==> src/logic/bus_pkg.sv <==
package bus_pkg;

    // only the two codes the fabric can produce
    typedef enum logic [1:0] {
        resp_okay   = 2'b00,
        resp_decerr = 2'b11
    } bus_resp_e;

    typedef struct packed {
        logic [31:0] addr;
    } ar_chan_t;

    typedef struct packed {
        logic [31:0] data;
        bus_resp_e   resp;
    } r_chan_t;

    typedef struct packed {
        logic [31:0] addr;
    } aw_chan_t;

    typedef struct packed {
        logic [31:0] data;
        logic [3:0]  strb;   // one bit per byte lane
    } w_chan_t;

    typedef struct packed {
        bus_resp_e resp;
    } b_chan_t;

    // address map
    localparam logic [31:0] SRAM_BASE  = 32'h8000_0000;
    localparam logic [31:0] SRAM_BYTES = 32'd4096;

    // serial port, tx data at +0, sent-byte count at +4
    localparam logic [31:0] UART_BASE  = 32'ha000_03f8;
    localparam logic [31:0] UART_BYTES = 32'd8;

endpackage
==> src/logic/uart_slave.sv <==
`timescale 1ns/1ps

module uart_slave (
    input  logic              clk,
    input  logic              rst_n,
    input  logic              arvalid, rready, awvalid, wvalid, bready,
    output logic              arready, rvalid, awready, wready, bvalid,
    input  bus_pkg::ar_chan_t ar,
    output bus_pkg::r_chan_t  r,
    input  bus_pkg::aw_chan_t aw,
    input  bus_pkg::w_chan_t  w,
    output bus_pkg::b_chan_t  b,
    output logic              tx_valid,
    output logic [7:0]        tx_byte
);
    import bus_pkg::*;

    logic [31:0] rdata_q;
    logic [31:0] sent_cnt;
    logic        w_pend;
    logic        wr_off4;   // write went to the counter offset
    logic        tx_fire;
    logic [7:0]  lane_byte;

    assign wready  = w_pend;
    assign tx_fire = wvalid && wready && !wr_off4;
    assign r       = '{data: rdata_q, resp: resp_okay};
    assign b       = '{resp: resp_okay};

    // lowest strobed lane carries the byte
    always_comb begin
        lane_byte = 8'h00;
        for (int i = 3; i >= 0; i--) begin
            if (w.strb[i]) lane_byte = w.data[8*i +: 8];
        end
    end

    always_ff @(posedge clk) begin
        if (!rst_n) begin
            arready  <= 1'b0;
            rvalid   <= 1'b0;
            awready  <= 1'b0;
            w_pend   <= 1'b0;
            bvalid   <= 1'b0;
            tx_valid <= 1'b0;
            sent_cnt <= 32'd0;
        end else begin
            arready  <= arvalid && !arready && !rvalid;
            awready  <= awvalid && !awready && !w_pend && !bvalid;
            tx_valid <= tx_fire;

            if (arvalid && arready) rvalid <= 1'b1;
            else if (rvalid && rready) rvalid <= 1'b0;

            if (awvalid && awready) w_pend <= 1'b1;
            else if (wvalid && wready) w_pend <= 1'b0;

            if (wvalid && wready) bvalid <= 1'b1;
            else if (bvalid && bready) bvalid <= 1'b0;

            if (tx_fire) sent_cnt <= sent_cnt + 32'd1;
        end
    end

    always_ff @(posedge clk) begin
        if (arvalid && arready) rdata_q <= ar.addr[2] ? sent_cnt : 32'd0;
        if (awvalid && awready) wr_off4 <= aw.addr[2];
        if (tx_fire) tx_byte <= lane_byte;
    end

endmodule

==> config.mk <==
export PLATFORM = sky130hd
export DESIGN_NAME = uart_slave
export DESIGN_NICKNAME = d
export VERILOG_FILES = /design/src/logic/bus_pkg.sv /design/src/logic/uart_slave.sv
export SDC_FILE = /design/constraint.sdc
export NUM_CORES = 1
export LEC_CHECK = 0
export CAP_MARGIN = 5
export CORE_MARGIN = 2
export CORE_UTILIZATION = 56
export DETAILED_ROUTE_END_ITERATION = 10
export DONT_BUFFER_PORTS = 1
export PLACE_DENSITY = 0.74
export SLEW_MARGIN = 40
export SYNTH_ARGS = -nofsm -noshare
export SYNTH_HDL_FRONTEND = slang
export SYNTH_SLANG_ARGS = --single-unit
==> constraint.sdc <==
create_clock -name clk -period 1.68 [get_ports clk]
set_clock_uncertainty 0.1 [all_clocks]
set_input_delay 0.168 -clock clk [delete_from_list [all_inputs] [get_ports clk]]
set_output_delay 0.168 -clock clk [all_outputs]
set_load 0.02 [all_outputs]
==> impl_metrics.csv <==
group,metric,value,unit
clock_tree,cts_tree,"built",
place,pre_cts_ws,-74.12,ps
logic_synthesis,syn_area,3448,um^2
global_route,gr-total-overflow,0,
global_route,grt_pass1_wl,11830,um
logic_synthesis,synth_cells,317,
clock_tree,path_clk_slew,80,ps
setup_path,crit_path_end_kind,"flop",
place,io_buffers,0,
final_layout,seqCellArea,2008,um^2
final_layout,antennaDiodeCount,0,
logic_synthesis,ys_types,39,
final_layout,drive_gt1_frac,0.2623,
clock_tree,cts.sinks,79,
logic_synthesis,seq_area_frac_synth,0.5776,
global_route,grtUsageTotal,0.2297,
final_layout,nets,488,
power,power_leakage,1.660,nW
global_route,grt_max_degree,34,
route,dr.pass1.iters,4,
floorplan,die-width,82.47,um
min_path,hp-class,"input port to flop",
floorplan,start_util,0.5824,
run_status,status,"finished with violations",
route,vias,2707,
sta,finalCritPeriodShare,1.034,
logic_synthesis,synth_ff_type,"edfxtp_1",
place,hpwl,4573,um
setup_path,crit_type,"flop to flop",
global_route,grt_pass1_vias,2503,
setup_path,worst_setup_path_start_kind,"flop",
place,place_congestion,0.7660,
sta,tightestPinTransition,501.7,ps
logic_synthesis,synth_seq_cells,79,
power,p_per_area,866.9,nW/um^2
floorplan,dieArea,6801,um^2
route,routed_wl,7869,um
sta,relSlewSlack,0.6655,
final_layout,final_common_cell,"buf_4",
logic_synthesis,synth_edf_count,41,
logic_synthesis,async_reset_ff_frac,0,
place,dpl_cell_area,3752,um^2
clock_tree,clockBufferDepth,2,
clock_tree,root_buffer,"clkbuf_8",
sta,final-setup-viol-count,7,
setup_path,cp_max_fo,5,
run_status,violations,"setup timing",
logic_synthesis,syn_avg_cell_area,10.88,um^2
clock_tree,cts_max_level,3,
route,ant_nets,0,
clock_tree,numCtsBuffers,9,
final_layout,multi_input_area,1434,um^2
route,drc,0,
sta,setup_ws,-56.43,ps
sta,rsz0062_at_grt,"true",
setup_path,arrival,1910,ps
sta,whs,31.57,ps
route,drtIter0Drc,200,
power,ir_drop,0.0006535,V
sta,fmax,575.9,MHz
final_layout,syn_to_final_growth,27.00,%
final_layout,mostFrequentLayoutCells,"44 x buf_4, 41 x edfxtp_1, 33 x and2_1, 29 x dfxtp_1, 23 x nand2_1",
sta,finalMaxSlewViolations,0,
final_layout,fin_area,4379,um^2
floorplan,row_count,28,
logic_synthesis,ys_warn_count,0,
global_route,grt_antenna_before_repair,0,
job,maxCapViolCount,0,
clock_tree,clkLatencyLatePin,350,ps
floorplan,core_region_area,5921,um^2
sta,min_period,1736,ps
route,viasPerCell,5.885,
route,wl_per_cell,17.11,um
setup_path,cp.required,1850,ps
final_layout,n_fill_cell,376,
floorplan,io_pins,157,
sta,hold_viol_final,0,
floorplan,die-height,82.47,um
-- kinds of logic after synthesis --
logic type / count (synthesis) / share of synthesized area
and+or+nand+nor: 134 / 0.2358
DFF: 79 / 0.5776
AOI/OAI and AO/OA: 65 / 0.1161
buffers and inverters: 28 / 0.04281
xor gates and xnor gates: 9 / 0.02286
adders and majority gates: 1 / 0.003628
other: 1 / 0.001087
-- final cells by class --
type / instances / area share
Tap cell: 75 / 0.02143
Clock inverter: 3 / 0.01543
Timing Repair Buffer: 68 / 0.1331
Sequential cell: 79 / 0.4586
Inverter: 7 / 0.007714
Clock buffer: 13 / 0.03629
Multi-Input combinational cell: 215 / 0.3274
-- metrics by stage --
stage | utilization | power [mW] | setup TNS, ps | cells
after floorplan | - | 2.199 | 0 | 320
after global placement | 0.6338 | 2.198 | -146.7 | 413
after detailed placement | 0.6338 | 2.204 | -497.2 | 413
after CTS | 0.7177 | 3.801 | 0 | 453
after global routing | 0.7396 | 3.912 | -863.5 | 460
final | 0.7396 | 3.796 | -188.2 | 460
-- synthesized netlist by cell type, types with 8 or more instances --
library cell	number	area [um^2]
edfxtp_1	41	1231
dfxtp_1	38	760.7
and2_1	34	212.7
a21oi_1	27	135.1
nand2_1	23	86.33
o31ai_1	17	127.6
nor2_1	12	45.04
o21ai_0	12	60.06
nand3_1	11	55.05
or3_1	11	68.82
or4_1	10	75.07
clkbuf_1	9	33.78
nor2b_1	8	50.05
-- sequential cells by signal, summed over array words and instances, names as in the netlist --
name	flops
arready	1
awready	1
bvalid	1
rdata_q	32
rvalid	1
sent_cnt	32
tx_byte	8
tx_valid	1
wr_off4	1
wready	1
-- worst max-delay path: stages (launching register included) --
cell     delay [ps]
dfxtp_1         340
and3_2          300
nand4_4         180
buf_4           190
or3_1           390
a21oi_2         170
-- power by group --
part	switching (mW)	internal, mW
clock	0.667	0.920
combinational	0.0848	0.0659
sequential	0.0247	2.03
total	0.777	3.02
-- per-layer routing --
| metal | wire length (um) | vias to the layer above | share of wire | global-route usage |
|---|---|---|---|---|
| met1 | 3216 | 1295 | 0.41 | 0.2780 |
| met2 | 4026 | 110 | 0.51 | 0.3839 |
| met5 | 0 | - | 0 | 0 |
| li1 | - | 1288 | - | - |
| met3 | 460 | 14 | 0.058 | 0.05652 |
| met4 | 165 | 0 | 0.021 | 0.1067 |
-- timing repair --
item | CTS | global route
endpoints found under the hold margin | 48 | 0
resized for setup | 10 | 23
gates cloned | 1 | 1
hold buffers | 19 | 0
setup buffers | 4 | 6
setup endpoints to repair | 14 | 20
pin swaps | 5 | 8
-- path summary, 6_finish.rpt --
kind / startpoint / to / slack (ps) / depth (start not counted)
worst max-delay path: sent_cnt[10]$_SDFFE_PN0P_ / sent_cnt[21]$_SDFFE_PN0P_ / -60 / 5
worst min register to register: sent_cnt[23]$_SDFFE_PN0P_ / sent_cnt[23]$_SDFFE_PN0P_ / 380 / 2
worst max register to register: sent_cnt[10]$_SDFFE_PN0P_ / sent_cnt[21]$_SDFFE_PN0P_ / -60 / 5
worst min-delay path: w[1] / tx_byte[1]$_DFFE_PP_ / 30 / 2
Note: power is estimated with default switching activity, not from simulation.
