===== config.mk =====
export PLATFORM = sky130hd
export DESIGN_NAME = bus_xbar
export DESIGN_NICKNAME = d
export VERILOG_FILES = /design/src/logic/bus_pkg.sv /design/src/logic/bus_xbar.sv
export SDC_FILE = /design/constraint.sdc
export NUM_CORES = 1
export LEC_CHECK = 0
export ABC_AREA = 0
export BUFFER_PORTS_ARGS = -buffer_cell sky130_fd_sc_hd__buf_2
export CAP_MARGIN = 20
export CORE_AREA = 2 2 172 174
export CTS_CLUSTER_DIAMETER = 80
export DETAILED_ROUTE_END_ITERATION = 7
export DIE_AREA = 0 0 174 176
export SLEW_MARGIN = 10
export SYNTH_ARGS = -nofsm -noshare
export SYNTH_HDL_FRONTEND = slang
export SYNTH_SLANG_ARGS = --single-unit

===== constraint.sdc =====
create_clock -name clk -period 6 [get_ports clk]
set_clock_uncertainty 0.15 [all_clocks]
set_input_delay 0.6 -clock clk [delete_from_list [all_inputs] [get_ports clk]]
set_output_delay 0.6 -clock clk [all_outputs]
set_load 0.01 [all_outputs]

===== src/logic/bus_pkg.sv =====
package bus_pkg;

    // only the two codes the fabric can produce
    typedef enum logic [1:0] {
        resp_okay   = 2'b00,
        resp_decerr = 2'b11
    } bus_resp_e;

    typedef struct packed {
        logic [31:0] addr;
    } ar_chan_t;

    typedef struct packed {
        logic [31:0] data;
        bus_resp_e   resp;
    } r_chan_t;

    typedef struct packed {
        logic [31:0] addr;
    } aw_chan_t;

    typedef struct packed {
        logic [31:0] data;
        logic [3:0]  strb;   // one bit per byte lane
    } w_chan_t;

    typedef struct packed {
        bus_resp_e resp;
    } b_chan_t;

    // address map
    localparam logic [31:0] SRAM_BASE  = 32'h8000_0000;
    localparam logic [31:0] SRAM_BYTES = 32'd4096;

    // serial port, tx data at +0, sent-byte count at +4
    localparam logic [31:0] UART_BASE  = 32'ha000_03f8;
    localparam logic [31:0] UART_BYTES = 32'd8;

endpackage

===== src/logic/bus_xbar.sv =====
`timescale 1ns/1ps

module bus_xbar (
    input  logic              clk,
    input  logic              rst_n,
    // upstream, from the lsu
    input  logic              arvalid, rready, awvalid, wvalid, bready,
    output logic              arready, rvalid, awready, wready, bvalid,
    input  bus_pkg::ar_chan_t ar,
    output bus_pkg::r_chan_t  r,
    input  bus_pkg::aw_chan_t aw,
    input  bus_pkg::w_chan_t  w,
    output bus_pkg::b_chan_t  b,
    // sram side
    output logic              arvalid_sram, rready_sram, awvalid_sram, wvalid_sram, bready_sram,
    input  logic              arready_sram, rvalid_sram, awready_sram, wready_sram, bvalid_sram,
    output bus_pkg::ar_chan_t ar_sram,
    input  bus_pkg::r_chan_t  r_sram,
    output bus_pkg::aw_chan_t aw_sram,
    output bus_pkg::w_chan_t  w_sram,
    input  bus_pkg::b_chan_t  b_sram,
    // uart side
    output logic              arvalid_uart, rready_uart, awvalid_uart, wvalid_uart, bready_uart,
    input  logic              arready_uart, rvalid_uart, awready_uart, wready_uart, bvalid_uart,
    output bus_pkg::ar_chan_t ar_uart,
    input  bus_pkg::r_chan_t  r_uart,
    output bus_pkg::aw_chan_t aw_uart,
    output bus_pkg::w_chan_t  w_uart,
    input  bus_pkg::b_chan_t  b_uart
);
    import bus_pkg::*;

    typedef enum logic [1:0] {tgt_none, tgt_sram, tgt_uart} tgt_e;
    typedef enum logic [1:0] {err_idle, err_rdata, err_wdata, err_wresp} err_e;

    tgt_e ar_tgt;
    tgt_e aw_tgt;
    tgt_e tgt_q;   // target of the access in flight
    err_e err_state;

    function automatic tgt_e decode(input logic [31:0] addr);
        if ((addr - SRAM_BASE) < SRAM_BYTES) return tgt_sram;
        if ((addr - UART_BASE) < UART_BYTES) return tgt_uart;
        return tgt_none;
    endfunction

    assign ar_tgt = decode(ar.addr);
    assign aw_tgt = decode(aw.addr);

    // address beats follow the live decode
    assign ar_sram      = ar;
    assign ar_uart      = ar;
    assign aw_sram      = aw;
    assign aw_uart      = aw;
    assign arvalid_sram = arvalid && ar_tgt == tgt_sram;
    assign arvalid_uart = arvalid && ar_tgt == tgt_uart;
    assign awvalid_sram = awvalid && aw_tgt == tgt_sram;
    assign awvalid_uart = awvalid && aw_tgt == tgt_uart;

    always_comb begin
        case (ar_tgt)
            tgt_sram: arready = arready_sram;
            tgt_uart: arready = arready_uart;
            default:  arready = (err_state == err_idle);
        endcase
        case (aw_tgt)
            tgt_sram: awready = awready_sram;
            tgt_uart: awready = awready_uart;
            default:  awready = (err_state == err_idle);
        endcase
    end

    // data and responses follow the latched target
    assign w_sram      = w;
    assign w_uart      = w;
    assign wvalid_sram = wvalid && tgt_q == tgt_sram;
    assign wvalid_uart = wvalid && tgt_q == tgt_uart;
    assign rready_sram = rready && tgt_q == tgt_sram;
    assign rready_uart = rready && tgt_q == tgt_uart;
    assign bready_sram = bready && tgt_q == tgt_sram;
    assign bready_uart = bready && tgt_q == tgt_uart;

    always_comb begin
        case (tgt_q)
            tgt_sram: begin
                rvalid = rvalid_sram;
                r      = r_sram;
                wready = wready_sram;
                bvalid = bvalid_sram;
                b      = b_sram;
            end
            tgt_uart: begin
                rvalid = rvalid_uart;
                r      = r_uart;
                wready = wready_uart;
                bvalid = bvalid_uart;
                b      = b_uart;
            end
            default: begin   // unmapped, answered locally
                rvalid = (err_state == err_rdata);
                r      = '{data: 32'd0, resp: resp_decerr};
                wready = (err_state == err_wdata);
                bvalid = (err_state == err_wresp);
                b      = '{resp: resp_decerr};
            end
        endcase
    end

    always_ff @(posedge clk) begin
        if (!rst_n) begin
            tgt_q     <= tgt_none;
            err_state <= err_idle;
        end else begin
            if (arvalid && arready) tgt_q <= ar_tgt;
            if (awvalid && awready) tgt_q <= aw_tgt;
            case (err_state)
                err_idle: begin
                    if (arvalid && arready && ar_tgt == tgt_none) err_state <= err_rdata;
                    if (awvalid && awready && aw_tgt == tgt_none) err_state <= err_wdata;
                end
                err_rdata: if (rvalid && rready) err_state <= err_idle;
                err_wdata: if (wvalid && wready) err_state <= err_wresp;
                default:   if (bvalid && bready) err_state <= err_idle;
            endcase
        end
    end

endmodule


==> key figures <==
Power
  • Pwr/cell area: 111 mW/mm2
  • Switching Share: 46.4%
  • Peak supply drop: 0.0444 mV
  • Switch Pwr: 0.211 mW
  • Internal: 0.243 mW
  • Clock power share: 22.9%
  • Combinational fraction of design power: 69.4%
  • Sequential cell fraction of total power: 7.7%
  • Leak: 1.93 nW

Layout
  • Area Growth Syn to Fin: 16.3%
  • Finished Layout Cells: 1009
  • Antenna cell count: 0
  • Most common cell after layout, fill and taps aside: buf_2
  • Fin nets: 820
  • Multi-input gate area: 0.00183 mm2
  • Register area: 80.1 um2
  • Most frequent cells in the layout: buf_2, nor2_1, a22oi_1
  • Fillers: 3382
  • Ratio of cells with drive above 1 in the final layout: 52.2%

GRT
  • GRT Max-Usage Layer: met2
  • Number of antenna violations at the first check in global routing: 0
  • M1 GR Usage: 10.4%
  • GRT Overall Usage: 8.76%
  • Largest net degree at the start of global routing: 43
  • Met3 Resource Use GR: 3.73%
  • Vias in the first global route: 3469
  • First-pass GRT wire length: 20800 um
  • GR Overflow Total: 0
  • Met2 Use GR: 15.1%

Synth
  • Synth cell types: 60
  • Post-synth EDFFs: 0
  • Cell Area, Synth: 0.00353 mm2
  • Sequential area share after synthesis: 2.27%
  • FFs w/ async S/R, synth: 0%
  • Cells after synthesis: 525
  • Syn avg cell area: 6.72 um2
  • Synth Flop Type: dfxtp_1
  • Mapped Nets: 718
  • Total number of yosys warnings: 0
  • Synth Register Bits: 4

Clocking
  • # resized after CTS: 0
  • Post-CTS Setup Inserts: 0
  • Clock Path Buffers: 2
  • Post-cts hold buffer count: 0
  • Clk sinks: 4
  • Clock transition at the registers of the reported paths: 0.03 ns
  • Clock Latency Late Sink: 0.22 ns
  • CTS tree: yes
  • Clock buffer count from CTS: 3
  • Root buffer cell: clkbuf_16
  • H-tree Lvls: 1

Floorplan
  • DIE AREA: 0.0306 mm2
  • Row count: 62
  • # IOs: 440
  • Die H: 176 um
  • Die width: 174 um
  • Core area: 0.0285 mm2
  • Starting Density: 12.4%

Timing
  • Setup TNS: 0 ns
  • Least-Margin Pin Slew: 0.793 ns
  • Post-route minimum period: 4.22 ns
  • Fin crit share: 70.3%
  • RSZ-0062 raised after global routing: false
  • Setup-failing EPs final: 0
  • FMAX: 237 MHz
  • Rel. slew slack: 46.7%
  • Fin. Hold Viols: 0
  • Pins over their slew limit: 0

Drt
  • Via count: 3934
  • Post-Route WL: 15100 um
  • ANT nets after route: 0
  • Pre-antenna DRT Iters: 4
  • Initial DRC Count: 195
  • WL/cell: 14.9 um
  • Vias per cell: 3.90
  • Drt drc: 0

Worst setup path
  • RR Startpoint: tgt_q[0]$_SDFFE_PN0P_
  • Worst-path maximum fanout: 6
  • RR Endpoint: err_state[0]$_SDFFE_PN0P_
  • Worst r2r path cells: 8
  • Crit Path Class: in2out
  • Flop2flop setup slack: 3.67 ns
  • Startpoint Class: input pin
  • Worst Path Arrival: 3.47 ns
  • Setup crit end kind: output port
  • Required @ worst endpoint: 5.25 ns

Hold path
  • Hold Path Sink: tgt_q[1]$_SDFFE_PN0P_
  • Worst min path class: reg2reg
  • Hold Startpoint: tgt_q[1]$_SDFFE_PN0P_
  • Hold depth: 2

Flow run
  • Max-cap violations: 0

Placement
  • HPWL after detailed placement: 13100 um
  • I/O Buffers: 313
  • Final Wtd Congestion: 0.836
  • Placed cells: 1006

Outcome
  • Status: finished, final reports clean
cell families (layout without fill, tap and decap cells):
group | after synthesis | count (layout) | share of synthesized area (%)
muxes | 1 | 1 | 0.284
AOI/OAI and AO/OA | 105 | 105 | 22.1
and+or+nand+nor | 175 | 175 | 26.4
adders and majority gates | 4 | 4 | 1.42
buffers and inverters | 229 | 329 | 45.7
DFF | 4 | 4 | 2.27
xor gates and xnor gates | 7 | 7 | 1.74
flip-flops by register name, indices dropped and copies added, names as in the netlist:
signal,cells
tgt_q,2
err_state,2
metal layers:
layer  part of all wire, %  up-vias
met2                    48      298
li1                      -     1862
met3                    12       18
met5                     0        -
met4                  0.53        0
met1                    39     1756
worst max-delay path by stage:
stage	slack [ns]	start	cells after the start	to
6_report	1.78	aw[18]	9	awready
5_1_grt	1.64	aw[18]	9	awready
4_1_cts	1.77	aw[18]	9	awready
3_5_place_dp	1.79	aw[18]	9	awready
3_3_place_gp	1.79	aw[18]	9	awready
2_1_floorplan	2.14	aw[18]	8	awready
power groups by stage:
stage / Combinational, mW / Clock [mW] / Sequential, mW
floorplan: 0.261 / 0 / 0.0333
global placement: 0.315 / 0 / 0.0357
detailed placement: 0.318 / 0 / 0.0355
CTS: 0.319 / 0.105 / 0.0353
global route: 0.347 / 0.109 / 0.0360
finish: 0.315 / 0.104 / 0.0351
cell usage after synthesis (all sizes together), types with 6 or more instances:
cell type	number	area, um2
buf	202	1510
nor2	52	195
a22oi	32	240
nand2	23	86.3
clkbuf	18	67.6
a21oi	16	80.1
nor3	13	65.1
nor4	12	75.1
and2	10	62.6
inv	9	33.8
nand3	8	40.0
nand4	8	50.1
o21ai	8	40.0
and3	6	37.5
nand2b	6	37.5
nor2b	6	37.5
or3	6	37.5
cell type report:
class	count	share of cell area, %
Tap cell	384	11.7
Sequential cell	4	1.95
Timing Repair Buffer	317	38.9
Inverter	9	0.824
Clock buffer	3	1.83
Multi-Input combinational cell	292	44.7
worst max-delay path, cell delays in order:
cell and delay (ns):
buf_2 0.13, or4_4 0.54, or4_1 0.51, o31a_1 0.32, or3_1 0.34, a21o_1 0.18, a2111oi_2 0.51, a211oi_1 0.15
buf_2 0.18
through the flow:
stage | instance area (um2) | power, mW | hold slack (ns) | worst slack, ns | util (%)
floorplan | 3530 | 0.294 | 0.313 | 2.14 | -
global placement | 4030 | 0.351 | 0.405 | 1.79 | 14.1
detailed placement | 4030 | 0.354 | 0.415 | 1.79 | 14.1
CTS | 4100 | 0.460 | 0.419 | 1.77 | 14.4
global route | 4100 | 0.492 | 0.465 | 1.64 | 14.4
finish | 4100 | 0.454 | 0.409 | 1.78 | 14.4
(Power assumes the default switching activity.)
