### src/logic/bus_pkg.sv
package bus_pkg;

    // only the two codes the fabric can produce
    typedef enum logic [1:0] {
        resp_okay   = 2'b00,
        resp_decerr = 2'b11
    } bus_resp_e;

    typedef struct packed {
        logic [31:0] addr;
    } ar_chan_t;

    typedef struct packed {
        logic [31:0] data;
        bus_resp_e   resp;
    } r_chan_t;

    typedef struct packed {
        logic [31:0] addr;
    } aw_chan_t;

    typedef struct packed {
        logic [31:0] data;
        logic [3:0]  strb;   // one bit per byte lane
    } w_chan_t;

    typedef struct packed {
        bus_resp_e resp;
    } b_chan_t;

    // address map
    localparam logic [31:0] SRAM_BASE  = 32'h8000_0000;
    localparam logic [31:0] SRAM_BYTES = 32'd4096;

    // serial port, tx data at +0, sent-byte count at +4
    localparam logic [31:0] UART_BASE  = 32'ha000_03f8;
    localparam logic [31:0] UART_BYTES = 32'd8;

endpackage
### src/logic/mem_pkg.sv
package mem_pkg;

    typedef enum logic {
        op_load,
        op_store
    } mem_op_e;

    // same codes as the pipeline's mask field
    typedef enum logic [1:0] {
        size_byte = 2'b01,
        size_half = 2'b10,
        size_word = 2'b11
    } mem_size_e;

    typedef struct packed {
        mem_op_e     op;
        mem_size_e   size;
        logic        sign;    // sign-extend narrow loads
        logic [31:0] addr;
        logic [31:0] wdata;   // right-aligned store data
    } lsu_req_t;

    typedef struct packed {
        logic [31:0] rdata;
        logic        err;
    } lsu_rsp_t;

    localparam logic [31:0] SRAM_WORDS = bus_pkg::SRAM_BYTES / 4;

endpackage

### src/logic/lsu_core.sv
`timescale 1ns/1ps

module lsu_core (
    input  logic              clk,
    input  logic              rst_n,
    input  logic              req_valid,
    input  mem_pkg::lsu_req_t req,
    output logic              req_ready,
    output logic              rsp_valid,
    output mem_pkg::lsu_rsp_t rsp,
    output logic              arvalid,
    input  logic              arready,
    output bus_pkg::ar_chan_t ar,
    input  logic              rvalid,
    output logic              rready,
    input  bus_pkg::r_chan_t  r,
    output logic              awvalid,
    input  logic              awready,
    output bus_pkg::aw_chan_t aw,
    output logic              wvalid,
    input  logic              wready,
    output bus_pkg::w_chan_t  w,
    input  logic              bvalid,
    output logic              bready,
    input  bus_pkg::b_chan_t  b
);
    import bus_pkg::*;
    import mem_pkg::*;

    typedef enum logic [2:0] {
        idle,
        rd_addr,
        rd_data,
        wr_addr,
        wr_data,
        wr_resp,
        done
    } state_e;

    state_e      state;
    lsu_req_t    req_q;
    lsu_rsp_t    rsp_q;
    logic [4:0]  lane_shift;
    logic [3:0]  strb;
    logic [31:0] rd_shifted;
    logic [31:0] rd_ext;

    assign lane_shift = {req_q.addr[1:0], 3'b000};   // byte offset in bits

    always_comb begin
        case (req_q.size)
            size_byte: strb = 4'b0001 << req_q.addr[1:0];
            size_half: strb = req_q.addr[1] ? 4'b1100 : 4'b0011;
            default:   strb = 4'b1111;
        endcase
    end

    // load path: bring the addressed lane down, then extend
    assign rd_shifted = r.data >> lane_shift;

    always_comb begin
        case (req_q.size)
            size_byte: rd_ext = {{24{req_q.sign & rd_shifted[7]}}, rd_shifted[7:0]};
            size_half: rd_ext = {{16{req_q.sign & rd_shifted[15]}}, rd_shifted[15:0]};
            default:   rd_ext = rd_shifted;
        endcase
    end

    assign req_ready = (state == idle);
    assign rsp_valid = (state == done);
    assign rsp       = rsp_q;

    assign arvalid = (state == rd_addr);
    assign ar      = '{addr: req_q.addr};
    assign rready  = (state == rd_data);
    assign awvalid = (state == wr_addr);
    assign aw      = '{addr: req_q.addr};
    assign wvalid  = (state == wr_data);
    assign w       = '{data: req_q.wdata << lane_shift, strb: strb};
    assign bready  = (state == wr_resp);

    always_ff @(posedge clk) begin
        if (!rst_n) begin
            state <= idle;
        end else begin
            case (state)
                idle: begin
                    if (req_valid) begin
                        state <= (req.op == op_load) ? rd_addr : wr_addr;
                    end
                end
                rd_addr: if (arready) state <= rd_data;
                rd_data: if (rvalid) state <= done;
                wr_addr: if (awready) state <= wr_data;
                wr_data: if (wready) state <= wr_resp;
                wr_resp: if (bvalid) state <= done;
                default: state <= idle;   // done lasts one cycle
            endcase
        end
    end

    always_ff @(posedge clk) begin
        if (req_valid && req_ready) begin
            req_q <= req;
        end
        if (rvalid && rready) begin
            rsp_q.rdata <= (r.resp == resp_decerr) ? 32'd0 : rd_ext;
            rsp_q.err   <= (r.resp == resp_decerr);
        end
        if (bvalid && bready) begin
            rsp_q.rdata <= 32'd0;   // stores return nothing
            rsp_q.err   <= (b.resp == resp_decerr);
        end
    end

endmodule

### config.mk
export PLATFORM = sky130hd
export DESIGN_NAME = lsu_core
export DESIGN_NICKNAME = d
export VERILOG_FILES = /design/src/logic/bus_pkg.sv /design/src/logic/mem_pkg.sv /design/src/logic/lsu_core.sv
export SDC_FILE = /design/constraint.sdc
export NUM_CORES = 1
export LEC_CHECK = 0
export ABC_AREA = 1
export CORE_MARGIN = 2
export CORE_UTILIZATION = 39
export CTS_CLUSTER_SIZE = 30
export DETAILED_ROUTE_END_ITERATION = 7
export DONT_BUFFER_PORTS = 1
export PLACE_DENSITY = 0.59
export RECOVER_POWER = 50
export SLEW_MARGIN = 25
export SYNTH_ARGS = -nofsm -noshare
export SYNTH_HDL_FRONTEND = slang
export SYNTH_SLANG_ARGS = --single-unit
export TNS_END_PERCENT = 5
### constraint.sdc
create_clock -name clk -period 4.6 [get_ports clk]
set_input_delay 0.23 -clock clk [delete_from_list [all_inputs] [get_ports clk]]
set_output_delay 0.23 -clock clk [all_outputs]
set_load 0.03 [all_outputs]
==> results.py, run 1 <==
metrics = {
    "detailed_routing": {
        "route.antenna.remaining_nets": 0,
        "drt-pass1-iter-count": 5,
        "drt_drc_violations_left": 0,
        "wire_per_inst_um": 18.2,
        "detail_route.wirelength_um": 13900,
        "via_density": 5.20,
        "initialDrtViolationCount": 282,
        "number_of_vias_in_the_routed_layout": 3967,
    },
    "clock_network": {
        "max-clock-path-buffers": 2,
        "clkTransAtPathRegs_ps": 70,
        "tritoncts": "built",
        "worst_skew_pair.late_latency_ps": 350,
        "clock-sinks": 103,
        "tritoncts_buffer_count": 9,
        "cts-htree-levels": 3,
        "clock-root-buffer": "sky130_fd_sc_hd__clkbuf_16",
    },
    "cells_and_area": {
        "sequential_cell_area_sq_mm": 0.00274,
        "num_antenna_cells": 0,
        "fin_util": 0.441,
        "num-fill-cells": 1285,
        "finalNetCount": 696,
        "area_used_by_multi_input_combinational_logic_sq_mm": 0.00168,
        "drive_gt1_frac": 0.0801,
        "area_grow_syn2layout_pct": 11.0,
        "final_design_area_no_fill_sq_mm": 0.00579,
        "final_cell_count_no_fill": 763,
    },
    "sta": {
        "min_period_over_period": 0.606,
        "slew-limit-headroom": 0.237,
        "slew_viol_final": 0,
        "least_setup_slack_across_all_paths_after_layout_ps": 1810,
        "min_period_ps": 2790,
        "grt_setup_unrepaired": "no",
        "fin_skew_ps": 10.6,
        "worst_slew_pin_tran_ps": 1150,
        "fmaxAchievable_mhz": 359,
        "post_route_worst_hold_slack_ps": 11.8,
        "timing.final.hold_violations": 0,
        "report.final.setup_viol": 0,
        "finalSetupTns_ps": 0,
    },
    "logic_synthesis": {
        "synthesis.yosys.warnings": 0,
        "largest_family_of_logic_cells_by_synthesized_area": "simple AND/OR/NAND/NOR gates",
        "area_fraction_in_and_or_nand_and_nor_cells_after_synthesis": 0.217,
        "synth_nets": 702,
        "synth-seq-area-share": 0.526,
        "ys_seq_elements": 103,
        "synth_compound_area_frac": 0.0984,
        "synth_cells": 588,
        "yosysUniqueCellTypes": 29,
        "yosys-mux-area-fraction": 0,
        "syn_avg_cell_area_sq_um": 8.86,
        "synth_xor_area_frac": 0,
        "ys_async_sr_fraction": 0,
        "synth.top_cell.area_share": 0.392,
        "top_ff_cell_synth": "sky130_fd_sc_hd__edfxtp_1",
        "post-synth-top-count-cell": "sky130_fd_sc_hd__nand2_1",
        "synth.cell_area_sq_mm": 0.00521,
        "yosys-top-cells-count": "sky130_fd_sc_hd__nand2_1, sky130_fd_sc_hd__edfxtp_1, sky130_fd_sc_hd__buf_4",
        "synth_adder_area_share": 0.00480,
        "synth_largest_area_cell": "sky130_fd_sc_hd__edfxtp_1",
        "synth_area_leaders": "sky130_fd_sc_hd__edfxtp_1, sky130_fd_sc_hd__dfxtp_1, sky130_fd_sc_hd__nand2_1, sky130_fd_sc_hd__buf_4, sky130_fd_sc_hd__o21ai_0",
        "synth_enable_flop_cells": 68,
    },
    "critical_path": {
        "critical_path.cell_chain": "buf_4 -> inv_4 -> nor2_8 -> a22oi_1 -> o21ai_0",
        "worst_setup_path_startpoint": "ar[0]$_DFFE_PP_",
        "worst_path_largest_cell_delay_ps": 550,
        "timing_worst_setup_path_type": "reg2out",
        "critical_path.slowest_cell": "sky130_fd_sc_hd__buf_4",
        "worst-endpoint-arrival_ps": 2560,
        "crit_path_start_kind": "flip-flop",
        "cp_max_fo": 46,
        "crit_required_ps": 4370,
        "worst_r2r_startpoint": "ar[0]$_DFFE_PP_",
        "crit_path_end_kind": "primary output",
    },
    "floorplanning": {
        "chip_width_um": 120,
        "dieArea_sq_mm": 0.0143,
        "floorplan.initialDensity": 0.397,
        "fp-row-count": 42,
        "ioPinCount": 252,
        "die-height_um": 120,
        "core_sq_mm": 0.0131,
    },
    "placed_design": {
        "worst_setup_timing_slack_at_the_placement_stage_ps": 1920,
        "io_buffers": 0,
        "finalWeightedCongestion": 0.905,
        "dp.cells": 679,
        "placed_cell_area_sq_mm": 0.00484,
        "dp.final_hpwl_um": 9850,
    },
    "grt": {
        "grt_use_total": 0.193,
        "gr-total-overflow": 0,
        "grt_pass1_vias": 3855,
        "grt_max_degree": 48,
        "grt_antenna_before_repair": 0,
        "global_route_wire_length_before_repair_um": 21100,
    },
    "power": {
        "worst_ir_drop_vdd_mv": 0.431,
        "finalPower_mw": 3.79,
        "leakage_nw": 2.42,
        "power-per-cell-area_mw_per_mm2": 656,
    },
    "run": {
        "max-cap-violations": 0,
    },
    "status": {
        "status": "complete, no violations",
    },
    "min_path": {
        "hold_path_startpoint": "rst_n",
        "hold_class": "in2reg",
    },
}
## worst max-delay path, delay by kind of cell, from the launching register on
| kind | cells | cell delay, ps |
|---|---|---|
| AOI/OAI and AO/OA | 2 | 560 |
| buffers and inverters | 2 | 780 |
| DFF | 1 | 450 |
| and+or+nand+nor | 1 | 380 |
## worst paths after layout
| kind | to | slack, ps | depth (start not counted) |
|---|---|---|---|
| setup reg to reg | rsp[10]$_SDFFE_PP0P_ | 2120 | 9 |
| hold reg to reg | rsp[21]$_SDFFE_PP0P_ | 610 | 2 |
| hold / removal | state[1]$_SDFFE_PN0P_ | 10 | 2 |
| setup / recovery | w[34] | 1810 | 5 |
## kinds of logic after synthesis
group           count (synthesis)
fa+ha+maj                       2
compound gates                 90
buf+inv                       132
flops                         103
simple gates                  261
## final cells by class
cell class              count  area share
multi-input cells         353       0.290
clock inverters             6     0.00735
inverters                  42      0.0277
flip-flops and latches    103       0.474
well taps                 176      0.0380
clock buffers              10      0.0396
repair buffers             73       0.123
## placed cells by master, fill, tap and decap left out, types with 2 or more instances in the layout
cell,count
sky130_fd_sc_hd__nand2_1,163
sky130_fd_sc_hd__edfxtp_1,68
sky130_fd_sc_hd__dlygate4sd3_1,68
sky130_fd_sc_hd__nor2_1,52
sky130_fd_sc_hd__o21ai_0,45
sky130_fd_sc_hd__inv_1,35
sky130_fd_sc_hd__dfxtp_1,35
sky130_fd_sc_hd__a22oi_1,22
sky130_fd_sc_hd__nand3_1,21
sky130_fd_sc_hd__a21oi_1,16
sky130_fd_sc_hd__nand2_2,12
sky130_fd_sc_hd__clkbuf_16,9
sky130_fd_sc_hd__o21ai_1,4
sky130_fd_sc_hd__inv_2,4
sky130_fd_sc_hd__buf_4,4
sky130_fd_sc_hd__clkinv_1,3
sky130_fd_sc_hd__nand3_2,3
sky130_fd_sc_hd__nor2_8,2
sky130_fd_sc_hd__o211ai_1,2
sky130_fd_sc_hd__nor2_2,2
sky130_fd_sc_hd__nand3_4,2
sky130_fd_sc_hd__ha_1,2
sky130_fd_sc_hd__clkbuf_1,2
sky130_fd_sc_hd__inv_6,2
## registers in the layout, summed over array words and instances, names as in the netlist
register	flops
ar	32
state	3
rsp	33
req_q	35
## power by group
part / total (mW) / internal [mW] / switching (mW)
clock network: 0.721 / 0.371 / 0.350
registers: 1.94 / 1.31 / 0.624
logic: 1.14 / 0.279 / 0.859
## per-layer routing
metal	share of wire	track usage
met1	0.40	0.234
met2	0.48	0.314
met3	0.097	0.0618
met4	0.025	0.0846
met5	0	0
## timing repair
item | CTS | global route
hold buffers | 68 | 0
buffers inserted | 0 | 0
gates resized for setup | 0 | 0
hold endpoints to repair | 68 | 0
setup endpoints to repair | 0 | 0
Note: power is estimated with default switching activity, not from simulation.
==> inputs of run 2 (changes only) <==
==> constraint.sdc (replaced) <==
create_clock -name clk -period 2.6 [get_ports clk]
set_input_delay 0.13 -clock clk [delete_from_list [all_inputs] [get_ports clk]]
set_output_delay 0.13 -clock clk [all_outputs]
set_load 0.03 [all_outputs]
==> run 2 against run 1 <==
Global-route usage increased by 0.51 points; cell area is 5.3% higher; sequential share of layout area fell by 2.4 points; register-to-register slack got worse by 1400 ps; cell count up 4.5%; clock skew shrank 2.6 ps; critical endpoint is now w[3]; largest power group unchanged; highest routed layer unchanged.
==> results.py, run 2 (synthesis gave the netlist of run 1 again) <==
metrics = {
    "floorplanning": {
        "ioPinCount": 252,
        "chip_width_um": 120,
        "fp-row-count": 42,
        "core_sq_mm": 0.0131,
        "floorplan.initialDensity": 0.397,
        "dieArea_sq_mm": 0.0143,
        "die-height_um": 120,
    },
    "detailed_routing": {
        "drt-pass1-iter-count": 5,
        "via_density": 5.13,
        "route.antenna.remaining_nets": 0,
        "drt_drc_violations_left": 0,
        "number_of_vias_in_the_routed_layout": 4087,
        "detail_route.wirelength_um": 14100,
        "wire_per_inst_um": 17.7,
        "initialDrtViolationCount": 230,
    },
    "grt": {
        "gr-total-overflow": 0,
        "grt_use_total": 0.198,
        "globalRouteMet3Util": 0.0518,
        "grt_antenna_before_repair": 0,
        "grt.busiest_layer": "met2",
        "global_route_wire_length_before_repair_um": 21600,
        "grt_pass1_vias": 3988,
        "use_met1": 0.258,
        "grt_use_met2": 0.309,
        "grt_max_degree": 35,
    },
    "cells_and_area": {
        "drive_gt1_frac": 0.127,
        "num_antenna_cells": 0,
        "largest_register": "req_q",
        "finalNetCount": 731,
        "area_grow_syn2layout_pct": 17.0,
        "final_cell_count_no_fill": 797,
        "final_common_cell": "sky130_fd_sc_hd__nand2_1",
        "num-fill-cells": 1255,
        "largest_register_ff_count": 35,
        "layout_common_cells": "sky130_fd_sc_hd__nand2_1, sky130_fd_sc_hd__dlygate4sd3_1, sky130_fd_sc_hd__edfxtp_1",
        "final_design_area_no_fill_sq_mm": 0.00610,
    },
    "placed_design": {
        "finalWeightedCongestion": 0.839,
        "io_buffers": 0,
        "placed_cell_area_sq_mm": 0.00511,
        "dp.cells": 712,
        "dp.final_hpwl_um": 10300,
    },
    "clock_network": {
        "worst_skew_pair.late_latency_ps": 350,
        "cts-htree-levels": 3,
        "tritoncts_buffer_count": 9,
        "clkTransAtPathRegs_ps": 70,
        "max-clock-path-buffers": 2,
        "tritoncts": "built",
        "clock-root-buffer": "sky130_fd_sc_hd__clkbuf_16",
        "clock-sinks": 103,
        "postcts_setup_bufs": 0,
    },
    "critical_path": {
        "critical_path.slowest_cell": "sky130_fd_sc_hd__edfxtp_1",
        "crit_path_start_kind": "flip-flop",
        "critical_path.cell_chain": "inv_1 -> buf_4 -> o31ai_1 -> buf_4",
        "critical-path-top-cell-by-count": "sky130_fd_sc_hd__buf_4",
        "worst_path_largest_cell_delay_ps": 610,
        "worst-endpoint-arrival_ps": 2110,
        "worst_setup_path_startpoint": "ar[1]$_DFFE_PP_",
        "crit_required_ps": 2470,
        "worst_r2r_startpoint": "ar[1]$_DFFE_PP_",
        "cp_max_fo": 26,
        "timing_worst_setup_path_type": "reg2out",
        "crit_path_end_kind": "primary output",
    },
    "sta": {
        "fmaxAchievable_mhz": 446,
        "timing.final.hold_violations": 0,
        "min_period_ps": 2240,
        "fin_skew_ps": 8.01,
        "finalSetupTns_ps": 0,
        "worst_slew_pin_tran_ps": 645,
        "slew-limit-headroom": 0.568,
        "post_route_worst_hold_slack_ps": 16.1,
        "grt_setup_unrepaired": "no",
        "report.final.setup_viol": 0,
        "slew_viol_final": 0,
        "min_period_over_period": 0.862,
    },
    "power": {
        "p_comb_frac": 0.319,
        "power-per-cell-area_mw_per_mm2": 1150,
        "switchingPower_mw": 3.27,
        "netSwitchingFraction": 0.464,
        "internal-power_mw": 3.76,
        "sequential_cell_fraction_of_total_power": 0.490,
        "finalPower_mw": 7.03,
        "worst_ir_drop_vdd_mv": 0.513,
        "leakage_nw": 2.62,
        "power_frac_clock": 0.190,
    },
    "run": {
        "max-cap-violations": 0,
    },
    "status": {
        "status": "complete, no violations",
    },
    "min_path": {
        "hold_class": "in2reg",
        "hold_path_startpoint": "r[14]",
    },
}
-- run 2: repair_timing --
| action | in CTS | in global routing |
|---|---|---|
| hold buffers | 70 | 0 |
| endpoints found under the hold margin | 72 | 0 |
| gates resized for setup | 0 | 0 |
| setup endpoints to repair | 0 | 0 |
-- run 2: power groups by stage --
stage | logic [mW] | clock network [mW] | registers (mW)
detailed placement | 2.16 | 0 | 3.48
finish | 2.24 | 1.34 | 3.45
CTS | 2.25 | 1.38 | 3.45
global placement | 2.11 | 0 | 3.47
global route | 2.49 | 1.44 | 3.50
floorplan | 2.26 | 0 | 2.99
-- run 2: metal layers --
metal	vias up	wire length [um]
met4	0	398
met5	-	0
met3	27	1140
met1	1916	5910
met2	222	6670
li1	1922	-
-- run 2: stage by stage --
step                 util  setup WS [ps]
floorplan               -            417
global placement    0.389            679
detailed placement  0.389            672
CTS                 0.464            280
global route        0.464            155
finish              0.464            359
-- run 2: area by class of cell --
type	instances	area [sq um]	share of cell area
clock buffer	11	233	0.0382
multi-input combinational	353	1670	0.275
inverter	42	160	0.0263
sequential	103	2740	0.450
clock inverter	4	56.3	0.00923
timing repair buffer	108	1010	0.166
tap	176	220	0.0361
-- run 2: critical path, delay by kind of cell (launching register included) --
family,cells,cell delay [ps]
AO/OA/AOI/OAI,1,360
buffers and inverters,3,800
flip-flops,1,610
-- run 2: worst paths after layout --
check,endpoint,depth (start not counted),slack [ps]
setup reg to reg,rsp[13]$_SDFFE_PP0P_,7,740
setup / recovery,w[3],4,360
hold / removal,rsp[5]$_SDFFE_PP0P_,4,20
hold reg to reg,rsp[30]$_SDFFE_PP0P_,2,600
